`src/include/delay_line_params.svh`:
```
`ifndef DELAY_LINE_PARAMS_SVH
`define DELAY_LINE_PARAMS_SVH

// width of one sample word
`define SAMPLE_WIDTH 16

// tap delays, counted in accepted enables
`define LONG_DELAY  64  // block ram tap
`define MID_DELAY   12  // lut ram tap
`define SHORT_DELAY 3   // flip-flop tap

`endif

```
`src/logic/delay_line_pkg.sv`:
```
`include "delay_line_params.svh"

package delay_line_pkg;

    // one sample of the input stream
    typedef logic [`SAMPLE_WIDTH-1:0] sample_t;

    // address bits needed for a ram of the given depth
    // a depth of one still gets a one bit address
    function automatic int addr_bits(input int depth);
        int bits;
        bits = (depth > 1) ? $clog2(depth) : 1;
        return bits;
    endfunction

endpackage

```
`src/logic/sdp_ram_if.sv`:
```
`timescale 1ns/1ps

interface sdp_ram_if #(
    parameter int data_w = 16,  // word width
    parameter int addr_w = 4    // address width
) ();

    // write port
    logic              wen;
    logic [addr_w-1:0] waddr;
    logic [data_w-1:0] wdata;

    // read port, rdata valid the clock after ren
    logic              ren;
    logic [addr_w-1:0] raddr;
    logic [data_w-1:0] rdata;

    // side that owns the addresses
    modport ctrl (
        output wen, waddr, wdata,
        output ren, raddr,
        input  rdata
    );

    // memory side
    modport mem (
        input  wen, waddr, wdata,
        input  ren, raddr,
        output rdata
    );

endinterface

```
`src/logic/dram_simple_dual_port.sv`:
```
`timescale 1ns/1ps

// distributed ram with one write and one read port
// read path is combinational from the array into an output register
module dram_simple_dual_port #(
    parameter int mem_width = 16,  // word width
    parameter int mem_depth = 16   // number of words
) (
    input  logic    clk,
    input  logic    resetn,
    sdp_ram_if.mem  ram
);

    logic [mem_width-1:0] mem_q [mem_depth];  // lut storage
    logic [mem_width-1:0] rd_word;             // asynchronous read
    logic [mem_width-1:0] rd_q;                // registered read data

    // memory contents start at zero
    initial
    begin
        for (int i = 0; i < mem_depth; i++)
        begin
            mem_q[i] = '0;
        end
    end

    // write port, no reset on the array
    always @(posedge clk)
    begin
        if (ram.wen)
        begin
            mem_q[ram.waddr] <= ram.wdata;
        end
    end

    assign rd_word = mem_q[ram.raddr];  // lut read, no clock

    // the array is sampled before the write of the same edge lands
    // so a same-address access returns the old word
    always_ff @(posedge clk or negedge resetn)
    begin
        if (!resetn)
        begin
            rd_q <= '0;
        end
        else if (ram.ren)
        begin
            rd_q <= rd_word;
        end
    end

    assign ram.rdata = rd_q;

endmodule

```
`src/logic/bram_simple_dual_port.sv`:
```
`timescale 1ns/1ps

// block ram with one write and one read port
// one clock of read latency, read register has no reset
module bram_simple_dual_port #(
    parameter int mem_width = 16,  // word width
    parameter int mem_depth = 64   // number of words
) (
    input  logic    clk,
    sdp_ram_if.mem  ram
);

    logic [mem_width-1:0] mem_q [mem_depth];  // block storage
    logic [mem_width-1:0] rd_q;                // read register inside the ram

    // memory contents start at zero, so does the read register
    initial
    begin
        for (int i = 0; i < mem_depth; i++)
        begin
            mem_q[i] = '0;
        end
        rd_q = '0;
    end

    // write port
    always @(posedge clk)
    begin
        if (ram.wen)
        begin
            mem_q[ram.waddr] <= ram.wdata;
        end
    end

    // read port, read-first against the write above
    always @(posedge clk)
    begin
        if (ram.ren)
        begin
            rd_q <= mem_q[ram.raddr];
        end
    end

    assign ram.rdata = rd_q;

endmodule

```
`src/logic/ram_based_shift_regs.sv`:
```
`timescale 1ns/1ps

// fixed length shift register, advances once per enable
// storage is either a flip-flop chain or a ram with two rotating pointers
module ram_based_shift_regs
    import delay_line_pkg::*;
#(
    parameter int    data_width = $bits(sample_t),  // must equal the sample width
    parameter int    delay_n    = 16,               // delay in enables
    parameter string shift_type = "ram",            // "ram" or "ff"
    parameter string ram_type   = "lutram"          // "lutram" or "bram"
) (
    input  logic    clk,
    input  logic    resetn,
    input  sample_t shift_in_i,
    input  logic    ce_i,
    output sample_t shift_out_o
);

    generate
        if (shift_type == "ram")
        begin : g_ram
            localparam int addr_w = addr_bits(delay_n);

            typedef logic [addr_w-1:0] addr_t;

            localparam addr_t last_addr = addr_t'(delay_n - 1);

            addr_t wr_ptr;  // slot written this enable
            addr_t rd_ptr;  // slot about to be overwritten next enable

            sdp_ram_if #(
                .data_w(data_width),
                .addr_w(addr_w)
            ) ram_if ();

            // write one slot behind the read, so each slot is read
            // delay_n-1 enables after it was written
            always_ff @(posedge clk or negedge resetn)
            begin
                if (!resetn)
                begin
                    wr_ptr <= last_addr;
                    rd_ptr <= '0;
                end
                else if (ce_i)
                begin
                    wr_ptr <= (wr_ptr == last_addr) ? '0 : addr_t'(wr_ptr + 1'b1);
                    rd_ptr <= (rd_ptr == last_addr) ? '0 : addr_t'(rd_ptr + 1'b1);
                end
            end

            assign ram_if.wen   = ce_i;
            assign ram_if.waddr = wr_ptr;
            assign ram_if.wdata = shift_in_i;
            assign ram_if.ren   = ce_i;  // output only moves on an enable
            assign ram_if.raddr = rd_ptr;

            if (ram_type == "bram")
            begin : g_bram
                bram_simple_dual_port #(
                    .mem_width(data_width),
                    .mem_depth(delay_n)
                ) ram_u (
                    .clk(clk),
                    .ram(ram_if)
                );
            end
            else
            begin : g_lutram
                dram_simple_dual_port #(
                    .mem_width(data_width),
                    .mem_depth(delay_n)
                ) ram_u (
                    .clk(clk),
                    .resetn(resetn),
                    .ram(ram_if)
                );
            end

            assign shift_out_o = ram_if.rdata;  // ram output register is the last stage
        end
        else
        begin : g_ff
            logic [data_width-1:0] stage_q [delay_n];  // stage 0 takes the input

            always_ff @(posedge clk or negedge resetn)
            begin
                if (!resetn)
                begin
                    for (int i = 0; i < delay_n; i++)
                    begin
                        stage_q[i] <= '0;
                    end
                end
                else if (ce_i)
                begin
                    stage_q[0] <= shift_in_i;
                    for (int i = 1; i < delay_n; i++)
                    begin
                        stage_q[i] <= stage_q[i-1];
                    end
                end
            end

            assign shift_out_o = stage_q[delay_n-1];
        end
    endgenerate

endmodule

```
`src/logic/sample_delay_top.sv`:
```
`timescale 1ns/1ps
`include "delay_line_params.svh"

// one sample stream, three delayed copies
// each tap uses a different storage technology
module sample_delay_top
    import delay_line_pkg::*;
(
    input  logic    clk,
    input  logic    resetn,
    input  sample_t sample_i,
    input  logic    sample_ce_i,
    output sample_t tap_long_o,
    output sample_t tap_mid_o,
    output sample_t tap_short_o
);

    // long tap in block ram
    ram_based_shift_regs #(
        .data_width(`SAMPLE_WIDTH),
        .delay_n(`LONG_DELAY),
        .shift_type("ram"),
        .ram_type("bram")
    ) tap_long_u (
        .clk(clk),
        .resetn(resetn),
        .shift_in_i(sample_i),
        .ce_i(sample_ce_i),
        .shift_out_o(tap_long_o)
    );

    // medium tap in lut ram
    ram_based_shift_regs #(
        .data_width(`SAMPLE_WIDTH),
        .delay_n(`MID_DELAY),
        .shift_type("ram"),
        .ram_type("lutram")
    ) tap_mid_u (
        .clk(clk),
        .resetn(resetn),
        .shift_in_i(sample_i),
        .ce_i(sample_ce_i),
        .shift_out_o(tap_mid_o)
    );

    // short tap, too short to be worth a ram
    ram_based_shift_regs #(
        .data_width(`SAMPLE_WIDTH),
        .delay_n(`SHORT_DELAY),
        .shift_type("ff"),
        .ram_type("lutram")  // ignored for ff storage
    ) tap_short_u (
        .clk(clk),
        .resetn(resetn),
        .shift_in_i(sample_i),
        .ce_i(sample_ce_i),
        .shift_out_o(tap_short_o)
    );

endmodule

```
`config.mk`:
```
export PLATFORM = sky130hd
export DESIGN_NAME = sample_delay_top
export DESIGN_NICKNAME = d
export VERILOG_FILES = /design/src/logic/delay_line_pkg.sv /design/src/logic/sdp_ram_if.sv /design/src/logic/dram_simple_dual_port.sv /design/src/logic/bram_simple_dual_port.sv /design/src/logic/ram_based_shift_regs.sv /design/src/logic/sample_delay_top.sv
export VERILOG_INCLUDE_DIRS = /design/src /design/src/include
export SDC_FILE = /design/constraint.sdc
export NUM_CORES = 1
export LEC_CHECK = 0
export BUFFER_PORTS_ARGS = -buffer_cell sky130_fd_sc_hd__buf_2
export CAP_MARGIN = 30
export CORE_UTILIZATION = 45
export CTS_BUF_LIST = sky130_fd_sc_hd__clkbuf_4 sky130_fd_sc_hd__clkbuf_8
export DETAILED_ROUTE_END_ITERATION = 7
export HOLD_SLACK_MARGIN = 0.15
export SYNTH_ARGS = -nofsm -noshare
export SYNTH_HDL_FRONTEND = slang
export SYNTH_SLANG_ARGS = --single-unit
```
`constraint.sdc`:
```
create_clock -name clk -period 8 [get_ports clk]
set_clock_uncertainty 0.15 [all_clocks]
set_input_delay 0.4 -clock clk [delete_from_list [all_inputs] [get_ports clk]]
set_output_delay 0.4 -clock clk [all_outputs]
set_load 0.05 [all_outputs]
```
==> results of run 1 <==
-- critical path, cell delays in order, from the launching register on --
cell	delay, ns
dfrtp_4	0.74
buf_12	0.69
buf_4	0.80
mux4_2	0.60
a22o_1	0.24
a221oi_1	0.27
o221ai_1	0.20
-- metrics by stage --
step	area [um^2]	utilization, %	hold slack, ns	instances	power (W)
after detailed placement	53100	47.7	0.290	3948	0.0125
after floorplan	50800	-	-0.0456	2434	0.0110
final	57200	51.4	0.174	4342	0.0177
after CTS	57100	51.4	0.151	4337	0.0179
after global routing	57200	51.4	0.153	4341	0.0184
after global placement	53000	47.6	0.281	3944	0.0124
-- path summary, 6_finish.rpt --
| kind | startpoint | end | slack [ns] | cells past startpoint |
|---|---|---|---|---|
| max | tap_long_u.g_ram.ram_if.raddr[0] | tap_long_u.g_ram.g_bram.ram_u.ram.rdata[0] | 3.73 | 6 |
| min | sample_i[9] | tap_long_u.g_ram.g_bram.ram_u.mem_q[36][9] | 0.17 | 2 |
| max reg2reg | tap_long_u.g_ram.ram_if.raddr[0] | tap_long_u.g_ram.g_bram.ram_u.ram.rdata[0] | 3.73 | 6 |
| min reg2reg | tap_short_u.g_ff.stage_q[46] | tap_short_u.g_ff.stage_q[30] | 0.35 | 1 |
| max in group asynchronous | resetn | tap_long_u.g_ram.ram_if.raddr[0] | 6.54 | 4 |
| min in group asynchronous | resetn | tap_short_u.g_ff.stage_q[35] | 0.49 | 4 |
-- repair_timing --
action,4_1_cts,5_1_grt
hold buffers,18,0
hold endpoints to repair,710,0
endpoints found under the setup margin,0,0
gates resized for setup,0,0
-- synthesized netlist by cell type (all sizes together) (4+ instances only) --
| master | count |
|---|---|
| nor2 | 93 |
| xnor2 | 5 |
| nand3 | 36 |
| o21ai | 72 |
| dfstp | 9 |
| a221oi | 29 |
| dfrtp | 75 |
| inv | 6 |
| mux2 | 93 |
| a21oi | 58 |
| edfxtp | 1232 |
| a22oi | 58 |
| mux2i | 78 |
| a22o | 9 |
| nand2 | 58 |
| o22ai | 13 |
| nand3b | 23 |
| nand4 | 12 |
| mux4 | 263 |
| buf | 95 |
| nor3 | 9 |
| nor2b | 8 |
| ha | 7 |
| nand2b | 4 |
| clkbuf | 58 |
| and4 | 9 |
-- sequential cells by signal (all words and copies together) (netlist names) --
| register | count |
|---|---|
| tap_long_u.g_ram.ram_if.raddr | 6 |
| tap_short_u.g_ff.stage_q | 32 |
| tap_mid_u.g_ram.g_lutram.ram_u.mem_q | 192 |
| tap_mid_u.g_ram.ram_if.raddr | 4 |
| tap_long_u.g_ram.g_bram.ram_u.mem_q | 1024 |
| tap_long_u.g_ram.g_bram.ram_u.ram.rdata | 16 |
| tap_short_u.shift_out_o | 16 |
| tap_mid_u.g_ram.g_lutram.ram_u.ram.rdata | 16 |
| tap_mid_u.g_ram.ram_if.waddr | 4 |
| tap_long_u.g_ram.ram_if.waddr | 6 |
-- cells by family (layout without fill, tap and decap cells) --
kind of cell	Yosys count	count (layout)
flops	1316	1316
mux	434	434
simple gates	258	258
compound gates	254	254
buf+inv	159	576
fa+ha+maj	7	7
xor+xnor	6	6
other cells	0	3
-- cell type report --
| class | instances | area, um^2 |
|---|---|---|
| Clock buffer | 261 | 3260 |
| Clock inverter | 110 | 612 |
| Antenna cell | 3 | 7.51 |
| Fill cell | 8761 | 54100 |
| Inverter | 6 | 22.5 |
| Multi-Input combinational cell | 959 | 10800 |
| Timing Repair Buffer | 199 | 1480 |
| Sequential cell | 1316 | 39100 |
| Tap cell | 1488 | 1860 |
-- report_power, final --
| group | total (W) | internal [W] | switching [W] |
|---|---|---|---|
| Combinational | 0.00401 | 0.00138 | 0.00263 |
| Sequential | 0.00836 | 0.00803 | 0.000331 |
| Clock | 0.00536 | 0.00277 | 0.00259 |
| Total | 0.0177 | 0.0122 | 0.00555 |
-- metal layers --
| layer | GRT usage (%) | vias up |
|---|---|---|
| li1 | - | 10600 |
| met3 | 4.14 | 171 |
| met2 | 34.2 | 999 |
| met1 | 31.2 | 13500 |
| met4 | 6.23 | 0 |
| met5 | 0 | - |
==> run metrics, run 1 <==
WL/cell 28.1 um; later-pin clock latency in the skew report 0.86 ns; GRT Overall Usage between 20% and 30%; IO Count 67; register area share after synthesis 77.0%; via count 25,200; Post-Synthesis Cells 2,434; share of layout cells above drive strength 1 between 30% and 40%; Post-synth EDFFs 1,232; Static Leak 18.5 nW; Hold Path Class in -> reg; fin crit period 4.27 ns; #FFs+latches synth 1,316; first-pass GRT wire length 178 mm; multiplexer area fraction after synthesis 15.3%; DP HPWL 67.1 mm; RSZ-0062 raised after global routing false; DRC marker count from the first detailed-route iteration 2,757; Critical Path RT between 8 and 9 ns; Slew headroom 30.8%; ANT nets after route 0; DR pass1 iterations 5; antenna violations before repair 5; clock tree sinks 1,316; Final Wtd Congestion 0.801; Rows 122; core box area between 100,000 and 150,000 um^2; met3 WL roughly 9.1 mm; combinational family with the most area after synthesis multiplexers; Post-CTS Setup Inserts 0; CTS Buf Count 202; largest net degree at the start of global routing 128; nets@finish 2,710; CTS max path bufs 3; final hold violations 0; Slew Viols, Final 0; XOR/XNOR Fraction of Synth Area 0.103%; startpoint type of the worst setup path register; crit path DAT 4.66 ns; max cap viols 0; vias per cell approximately 5.8; Peak VDD IR about 290 uV; critical path class reg -> reg; DR top layer met4; Synth Area in Adders 0.172%; DRC violations left 0; Area contributors post-synth edfxtp_1 73%, mux4_2 12%, dfrtp_1 3.7%, mux2_2 2.1%, mux2i_1 1.5%; Final setup viols 0; Final period util 53.4%; most common cell after layout, fill and taps aside edfxtp_1; async set or reset register ratio after synthesis 6.38%; Die ar. 114,000 um^2; crit-path max FO 127; Post-Place Worst Slack between 3 and 4 ns; initial core utilization between 40 and 50%; most frequent cells in the layout 1,232 x edfxtp_1, 263 x mux4_2, 208 x clkbuf_8, 109 x buf_4, 93 x mux2_2; FMAX approximately 230 MHz; Compound-Gate Fraction of Synth Area between 3 and 4%; height of the die 338 um; gr ovfl total 0; die span in x 338 um; Power per Cell Area 310 nW/um^2; CP Capture Type register; CTS tree built; largest area contributor in the netlist edfxtp_1; buffers added on ports 66; status complete, no violations; predominant post-synthesis flop cell edfxtp_1; synth-to-layout area growth 12.6%; Synth cell types 47; root buf cell clkbuf_8; Yosys warning total 0; number of global-route vias before repair 25,900; PnR worst setup slack 3.73 ns; worst-margin pin slew around 1.0 ns; synthesized area 50,800 um^2; Metal-1 WL 51.6 mm; Synth Area per Inst 20.9 um^2; Post-Syn Nets 2,460; setup TNS 0 ns; share of the synthesized area in the top cell type 72.8%; clk slew on worst S/H paths roughly 0.060 ns; Total Wirelength 122 mm; routed wl met2 between 50 and 60 mm; simple-gate share of the synthesized area 2.44%; H-Tree Level Count 4
(Power assumes the default switching activity.)
==> run 2: changes to the inputs <==
==> constraint.sdc (replaced) <==
create_clock -name clk -period 3.9 [get_ports clk]
set_clock_uncertainty 0.15 [all_clocks]
set_input_delay 0.195 -clock clk [delete_from_list [all_inputs] [get_ports clk]]
set_output_delay 0.195 -clock clk [all_outputs]
set_load 0.05 [all_outputs]
==> run 2 against run 1 <==
- non-clock buffer count increased by 64
- power is 110% higher
- clock-buffer cell count rose by 36
- highest routed layer is now met5
- combinational power grew 110%
- largest cell class unchanged
- core utilization increased by 0.61 points
- final area grew 1.2%
- global-route usage shrank 0.11 points
- hold slack improved by 0.061 ns
- clock power is 110% higher
- sequential power rose by 110%
- sequential share of layout area shrank 0.81 points
- critical path depth stayed put
==> run metrics, run 2 (synthesis results as in run 1) <==
DRC marker count from the first detailed-route iteration 2,698 (-2.1%); worst r2r src tap_long_u.g_ram.ram_if.raddr[1]; FMAX 296 MHz (+26%); Total Wirelength 122 mm (-0.30%); Final period util 86.6% (+33 points); max reg flops 1,024 (unchanged); Filler cells 8,668 (-1.1%); r2r endpoint tap_long_u.g_ram.g_bram.ram_u.ram.rdata[0]; Die ar. 114,000 um^2 (unchanged); core box area 111,000 um^2 (unchanged); DP HPWL 71.6 mm (+6.7%); H-Tree Level Count 4 (unchanged); root buf cell clkbuf_8; startpoint type of the worst setup path register; Static Leak 18.9 nW (+2.1%); Hold Path Class in -> reg; Peak VDD IR 565 uV (+98%); most common cell after layout, fill and taps aside edfxtp_1; IO Count 67 (unchanged); Final Power 0.0367 W (+110%); initial core utilization 45.6% (unchanged); Power per Cell Area 635 nW/um^2 (+100%); largest net degree at the start of global routing 78 (-39%); antenna violations before repair 5 (unchanged); CTS Buf Count 204 (+0.99%); GRT Overall Usage 21.7% (-0.11 points); Critical Path RT 4.28 ns (-4.11 ns); critical path class reg -> reg; placed instance area 53,600 um^2 (+0.98%); clk slew on worst S/H paths 0.06 ns (about the same); crit path DAT 3.76 ns (-0.90 ns); fin crit period 3.38 ns (-0.890 ns); Largest regs tap_long_u.g_ram.g_bram.ram_u.mem_q (1024), tap_mid_u.g_ram.g_lutram.ram_u.mem_q (192), tap_short_u.g_ff.stage_q (32); share of layout cells above drive strength 1 32.1% (+1.3 points); Slew Viols, Final 0 (unchanged); Rows 122 (unchanged); CP Capture Type register; Final setup viols 0 (unchanged); DR pass1 iterations 6 (+1); worst-margin pin slew 0.983 ns (-0.0559 ns); crit-path max FO 32 (-75%); die span in x 338 um (unchanged); Final Wtd Congestion 0.809 (+1.0%); Top reg by flops tap_long_u.g_ram.g_bram.ram_u.mem_q; Post-Layout Cell Count 4,401 (+1.4%); RSZ-0062 raised after global routing false; Post-Route Utilization 52.0% (+0.61 points); clock tree sinks 1,316 (unchanged); Hold Crit Depth 2 (unchanged); setup TNS 0 ns (unchanged); Hold Path Origin sample_i[8]; cell area after layout 57,900 um^2 (+1.2%); vias per cell 5.80 (about the same); synth-to-layout area growth 13.9%; first-pass GRT wire length 178 mm (about the same); CTS tree built; worst hold endpoint tap_mid_u.g_ram.g_lutram.ram_u.mem_q[4][8]; DRC violations left 0 (unchanged); FF-to-FF path depth 6 (unchanged); number of global-route vias before repair 26,500 (+2.7%); height of the die 338 um (unchanged); via count 25,500 (+1.3%); WL/cell 27.7 um (-1.6%); CTS max path bufs 3 (unchanged); buffers added on ports 66 (unchanged); status complete, no violations; ANT nets after route 0 (unchanged); final hold violations 0 (unchanged); nets@finish 2,776 (+2.4%); Slew headroom 34.5% (+3.7 points); later-pin clock latency in the skew report 0.86 ns (about the same); dpl cells 4,006 (+1.5%); gr ovfl total 0 (unchanged); register-to-register setup slack 0.52 ns (-3.21 ns); most frequent cells in the layout 1,232 x edfxtp_1, 263 x mux4_2, 215 x clkbuf_8, 160 x buf_4, 93 x mux2_2; max cap viols 0 (unchanged)
run 2: per-layer routing:
layer	track usage, %	vias to the layer above	part of all wire [%]
met5	0	-	0.013
met2	35.0	1013	49
met4	6.65	4	2.2
met3	4.24	178	6.7
met1	29.9	13600	42
li1	-	10700	-
run 2: power by group:
part / switching [W] / total [W] / internal (W)
logic: 0.00528 / 0.00839 / 0.00311
registers: 0.000714 / 0.0172 / 0.0165
clock network: 0.00517 / 0.0112 / 0.00599
run 2: what timing repair did:
action / CTS / global route
resized for setup: 0 / 0
hold buffers: 25 / 0
endpoints found under the hold margin: 1173 / 0
buffers inserted: 0 / 0
run 2: worst max path at each step:
stage	cells after the start	end	slack, ns	from
3_5_place_dp	6	tap_long_u.g_ram.g_bram.ram_u.ram.rdata[10]	0.73	tap_long_u.g_ram.ram_if.raddr[1]
6_report	6	tap_long_u.g_ram.g_bram.ram_u.ram.rdata[0]	0.52	tap_long_u.g_ram.ram_if.raddr[1]
5_1_grt	7	tap_long_u.g_ram.g_bram.ram_u.ram.rdata[0]	0.44	tap_long_u.g_ram.ram_if.raddr[0]
3_3_place_gp	7	tap_long_u.g_ram.g_bram.ram_u.ram.rdata[0]	0.74	tap_long_u.g_ram.ram_if.raddr[0]
4_1_cts	6	tap_long_u.g_ram.g_bram.ram_u.ram.rdata[0]	0.69	tap_long_u.g_ram.ram_if.raddr[1]
2_1_floorplan	4	tap_mid_u.g_ram.g_lutram.ram_u.mem_q[2][0]	1.31	sample_ce_i
run 2: cell type report:
class | instances | area [um^2] | share of cell area, %
antenna | 2 | 5.00 | 0.00865
clock buffer | 297 | 3570 | 6.18
clock inverter | 70 | 394 | 0.681
inverter | 6 | 22.5 | 0.0389
multi-input combinational | 959 | 10800 | 18.7
sequential | 1316 | 39100 | 67.6
tap | 1488 | 1860 | 3.22
timing repair buffer | 263 | 2080 | 3.59
run 2: worst max-delay path, stage by stage, from the launching register on:
cell and delay (ns):
dfrtp_4 0.78, buf_4 0.51, mux4_2 0.38, nor2_1 0.11, a21oi_1 0.05, o21ai_0 0.72
o221ai_1 0.26
run 2: through the flow:
stage | setup WS [ns] | hold WS, ns
floorplan | 1.31 | -0.251
global placement | 0.738 | 0.182
detailed placement | 0.730 | 0.208
CTS | 0.689 | 0.171
global route | 0.440 | 0.214
finish | 0.522 | 0.235
==> run 3: changes to the inputs <==
--- a/config.mk
+++ b/config.mk
@@ -8,7 +8,7 @@
 export LEC_CHECK = 0
 export BUFFER_PORTS_ARGS = -buffer_cell sky130_fd_sc_hd__buf_2
 export CAP_MARGIN = 30
-export CORE_UTILIZATION = 45
+export CORE_UTILIZATION = 40
 export CTS_BUF_LIST = sky130_fd_sc_hd__clkbuf_4 sky130_fd_sc_hd__clkbuf_8
 export DETAILED_ROUTE_END_ITERATION = 7
 export HOLD_SLACK_MARGIN = 0.15
==> run 3 against run 2 <==
- register-to-register slack worse by 0.48 ns
- worst setup slack worse by 0.48 ns
- sequential share of layout area down 0.34 points
- power is 0.53% higher
==> run metrics, run 3 (synthesis results as in run 1) <==
CTS tree built; DP HPWL 71.2 mm (-0.46%); clock tree sinks 1,316 (unchanged); Final period util 98.9% (+12 points); Top reg by flops tap_long_u.g_ram.g_bram.ram_u.mem_q; vias per cell 5.58 (-3.9%); DR top layer met4; worst hold endpoint tap_long_u.g_ram.g_bram.ram_u.mem_q[53][9]; CTS Buf Count 202 (-0.98%); nets@finish 2,772 (-0.14%); Total Wirelength 122 mm (+0.35%); clk slew on worst S/H paths 0.06 ns (about the same); startpoint type of the worst setup path register; ANT nets after route 0 (unchanged); CP max stage cell dfrtp_4; DR pass1 iterations 6 (unchanged); worst r2r src tap_long_u.g_ram.ram_if.raddr[0]; crit path DAT 4.25 ns (+0.49 ns); number of global-route vias before repair 26,400 (-0.65%); later-pin clock latency in the skew report 0.87 ns (about the same); r2r endpoint tap_long_u.g_ram.g_bram.ram_u.ram.rdata[0]; Slew headroom 30.7% (-3.8 points); FMAX 259 MHz (-12%); Seq. cell area 39,100 um^2 (unchanged); Metal-1 WL 52.8 mm (+3.7%); DRC violations left 0 (unchanged); max incr delay on CP 0.87 ns (+0.09 ns); via count 25,400 (-0.63%); GRT Overall Usage 19.1% (-2.6 points); CTS max path bufs 3 (unchanged); setup TNS 0 ns (unchanged); DRC marker count from the first detailed-route iteration 2,555 (-5.3%); die span in x 358 um (+6.0%); antenna violations before repair 4 (-1); CP Capture Type register; critical path class reg -> reg; Filler cells 10,400 (+20%); Largest regs tap_long_u.g_ram.g_bram.ram_u.mem_q (1024), tap_mid_u.g_ram.g_lutram.ram_u.mem_q (192), tap_short_u.g_ff.stage_q (32); synth-to-layout area growth 14.5%; most common cell after layout, fill and taps aside edfxtp_1; Slew Viols, Final 0 (unchanged); gr ovfl total 0 (unchanged); H-Tree Level Count 4 (unchanged); buffers added on ports 66 (unchanged); post-CTS sizing 0 (unchanged); height of the die 358 um (+6.0%); fin crit period 3.86 ns (+0.479 ns); IO Count 67 (unchanged); WHS 0.247 ns (+0.0123 ns); Peak VDD IR 540 uV (-4.5%); worst-margin pin slew 1.03 ns (+0.0462 ns); routed wl met2 57.7 mm (-3.7%); crit-path max FO 31 (-3.1%); status complete, no violations; Hold Path Origin sample_i[9]; share of layout cells above drive strength 1 32.3% (+0.21 points); Hold Path Class in -> reg; Hold Crit Depth 2 (unchanged); Final Wtd Congestion 0.812 (+0.31%); most frequent cells in the layout 1,232 x edfxtp_1, 263 x mux4_2, 208 x clkbuf_8, 141 x buf_4, 93 x mux2_2; FF-to-FF path depth 7 (+1); max reg flops 1,024 (unchanged); Die ar. 128,000 um^2 (+12%); Static Leak 18.9 nW (+0.11%); core box area 126,000 um^2 (+13%); final hold violations 0 (unchanged); Critical Path RT 4.29 ns (about the same); Rows 130 (+6.6%); register-to-register setup slack 0.04 ns (-0.48 ns); Final setup viols 0 (unchanged); area of the multi-input gates 10,800 um^2 (-0.14%); CP cell instances buf_12 > buf_12 > mux4_2 > nor2_1 > nor2_1 > o21ai_0 > o221ai_1; met3 WL 8.64 mm (+6.0%); Power per Cell Area 635 nW/um^2 (about the same); largest net degree at the start of global routing 93 (+19%); initial core utilization 40.4% (-5.2 points); RSZ-0062 raised after global routing false; root buf cell clkbuf_8; WL/cell 26.9 um (-2.9%); max cap viols 0 (unchanged); first-pass GRT wire length 177 mm (-0.27%)
## run 3: cell count changes in the layout (fill, tap and decap cells not counted), moves of 5 or more
cell / previous run / this run
buf_12: 13 / 24
buf_4: 160 / 141
clkbuf_8: 215 / 208
clkinv_1: 51 / 31
clkinv_2: 8 / 16
dlygate4sd3_1: 24 / 29
## run 3: through the flow
| step | power [W] | worst slack [ns] | util [%] | cells | instance area (um^2) |
|---|---|---|---|---|---|
| CTS | 0.0371 | 0.148 | 46.1 | 4535 | 57900 |
| detailed placement | 0.0260 | 0.139 | 42.7 | 4154 | 53700 |
| global placement | 0.0259 | 0.249 | 42.7 | 4151 | 53700 |
| floorplan | 0.0225 | 1.31 | - | 2434 | 50800 |
| global route | 0.0383 | 0.0764 | 46.3 | 4550 | 58200 |
| finish | 0.0369 | 0.0431 | 46.3 | 4550 | 58200 |
## run 3: report_power, final
part	switching, W	internal, W
registers	0.000732	0.0165
clock network	0.00525	0.00590
logic	0.00543	0.00315
## run 3: critical path: cells and delay by family, from the launching register on
family / cells / cell delay [ns]
flops: 1 / 0.87
simple gates: 2 / 0.15
mux: 1 / 0.55
compound gates: 2 / 1.12
buf+inv: 2 / 0.63
## run 3: routing by layer
| metal | GRT usage (%) | vias up |
|---|---|---|
| met5 | 0 | - |
| met4 | 5.63 | 0 |
| met3 | 3.76 | 191 |
| met2 | 30.1 | 1006 |
| met1 | 27.0 | 13500 |
| li1 | - | 10700 |
## run 3: layout make-up
type,count,share of cell area [%]
Sequential cell,1316,67.3
Timing Repair Buffer,261,3.84
Tap cell,1650,3.55
Clock inverter,63,0.716
Inverter,6,0.0387
Antenna cell,2,0.00861
Multi-Input combinational cell,959,18.6
Clock buffer,293,6.02
## run 3: how the worst max path moves through the flow
stage,to,startpoint,depth (start not counted),slack (ns)
floorplan,tap_mid_u.g_ram.g_lutram.ram_u.mem_q[2][0],sample_ce_i,4,1.31
global placement,tap_long_u.g_ram.g_bram.ram_u.ram.rdata[2],tap_long_u.g_ram.ram_if.raddr[0],7,0.25
detailed placement,tap_long_u.g_ram.g_bram.ram_u.ram.rdata[0],tap_long_u.g_ram.ram_if.raddr[0],7,0.14
CTS,tap_long_u.g_ram.g_bram.ram_u.ram.rdata[0],tap_long_u.g_ram.ram_if.raddr[0],7,0.15
global route,tap_long_u.g_ram.g_bram.ram_u.ram.rdata[5],tap_long_u.g_ram.ram_if.raddr[0],7,0.08
finish,tap_long_u.g_ram.g_bram.ram_u.ram.rdata[0],tap_long_u.g_ram.ram_if.raddr[0],7,0.04
## run 3: timing repair
action / 4_1_cts / 5_1_grt
hold endpoints to repair: 1079 / 16
hold buffers: 25 / 5
buffers inserted: 0 / 0
endpoints found under the setup margin: 0 / 0
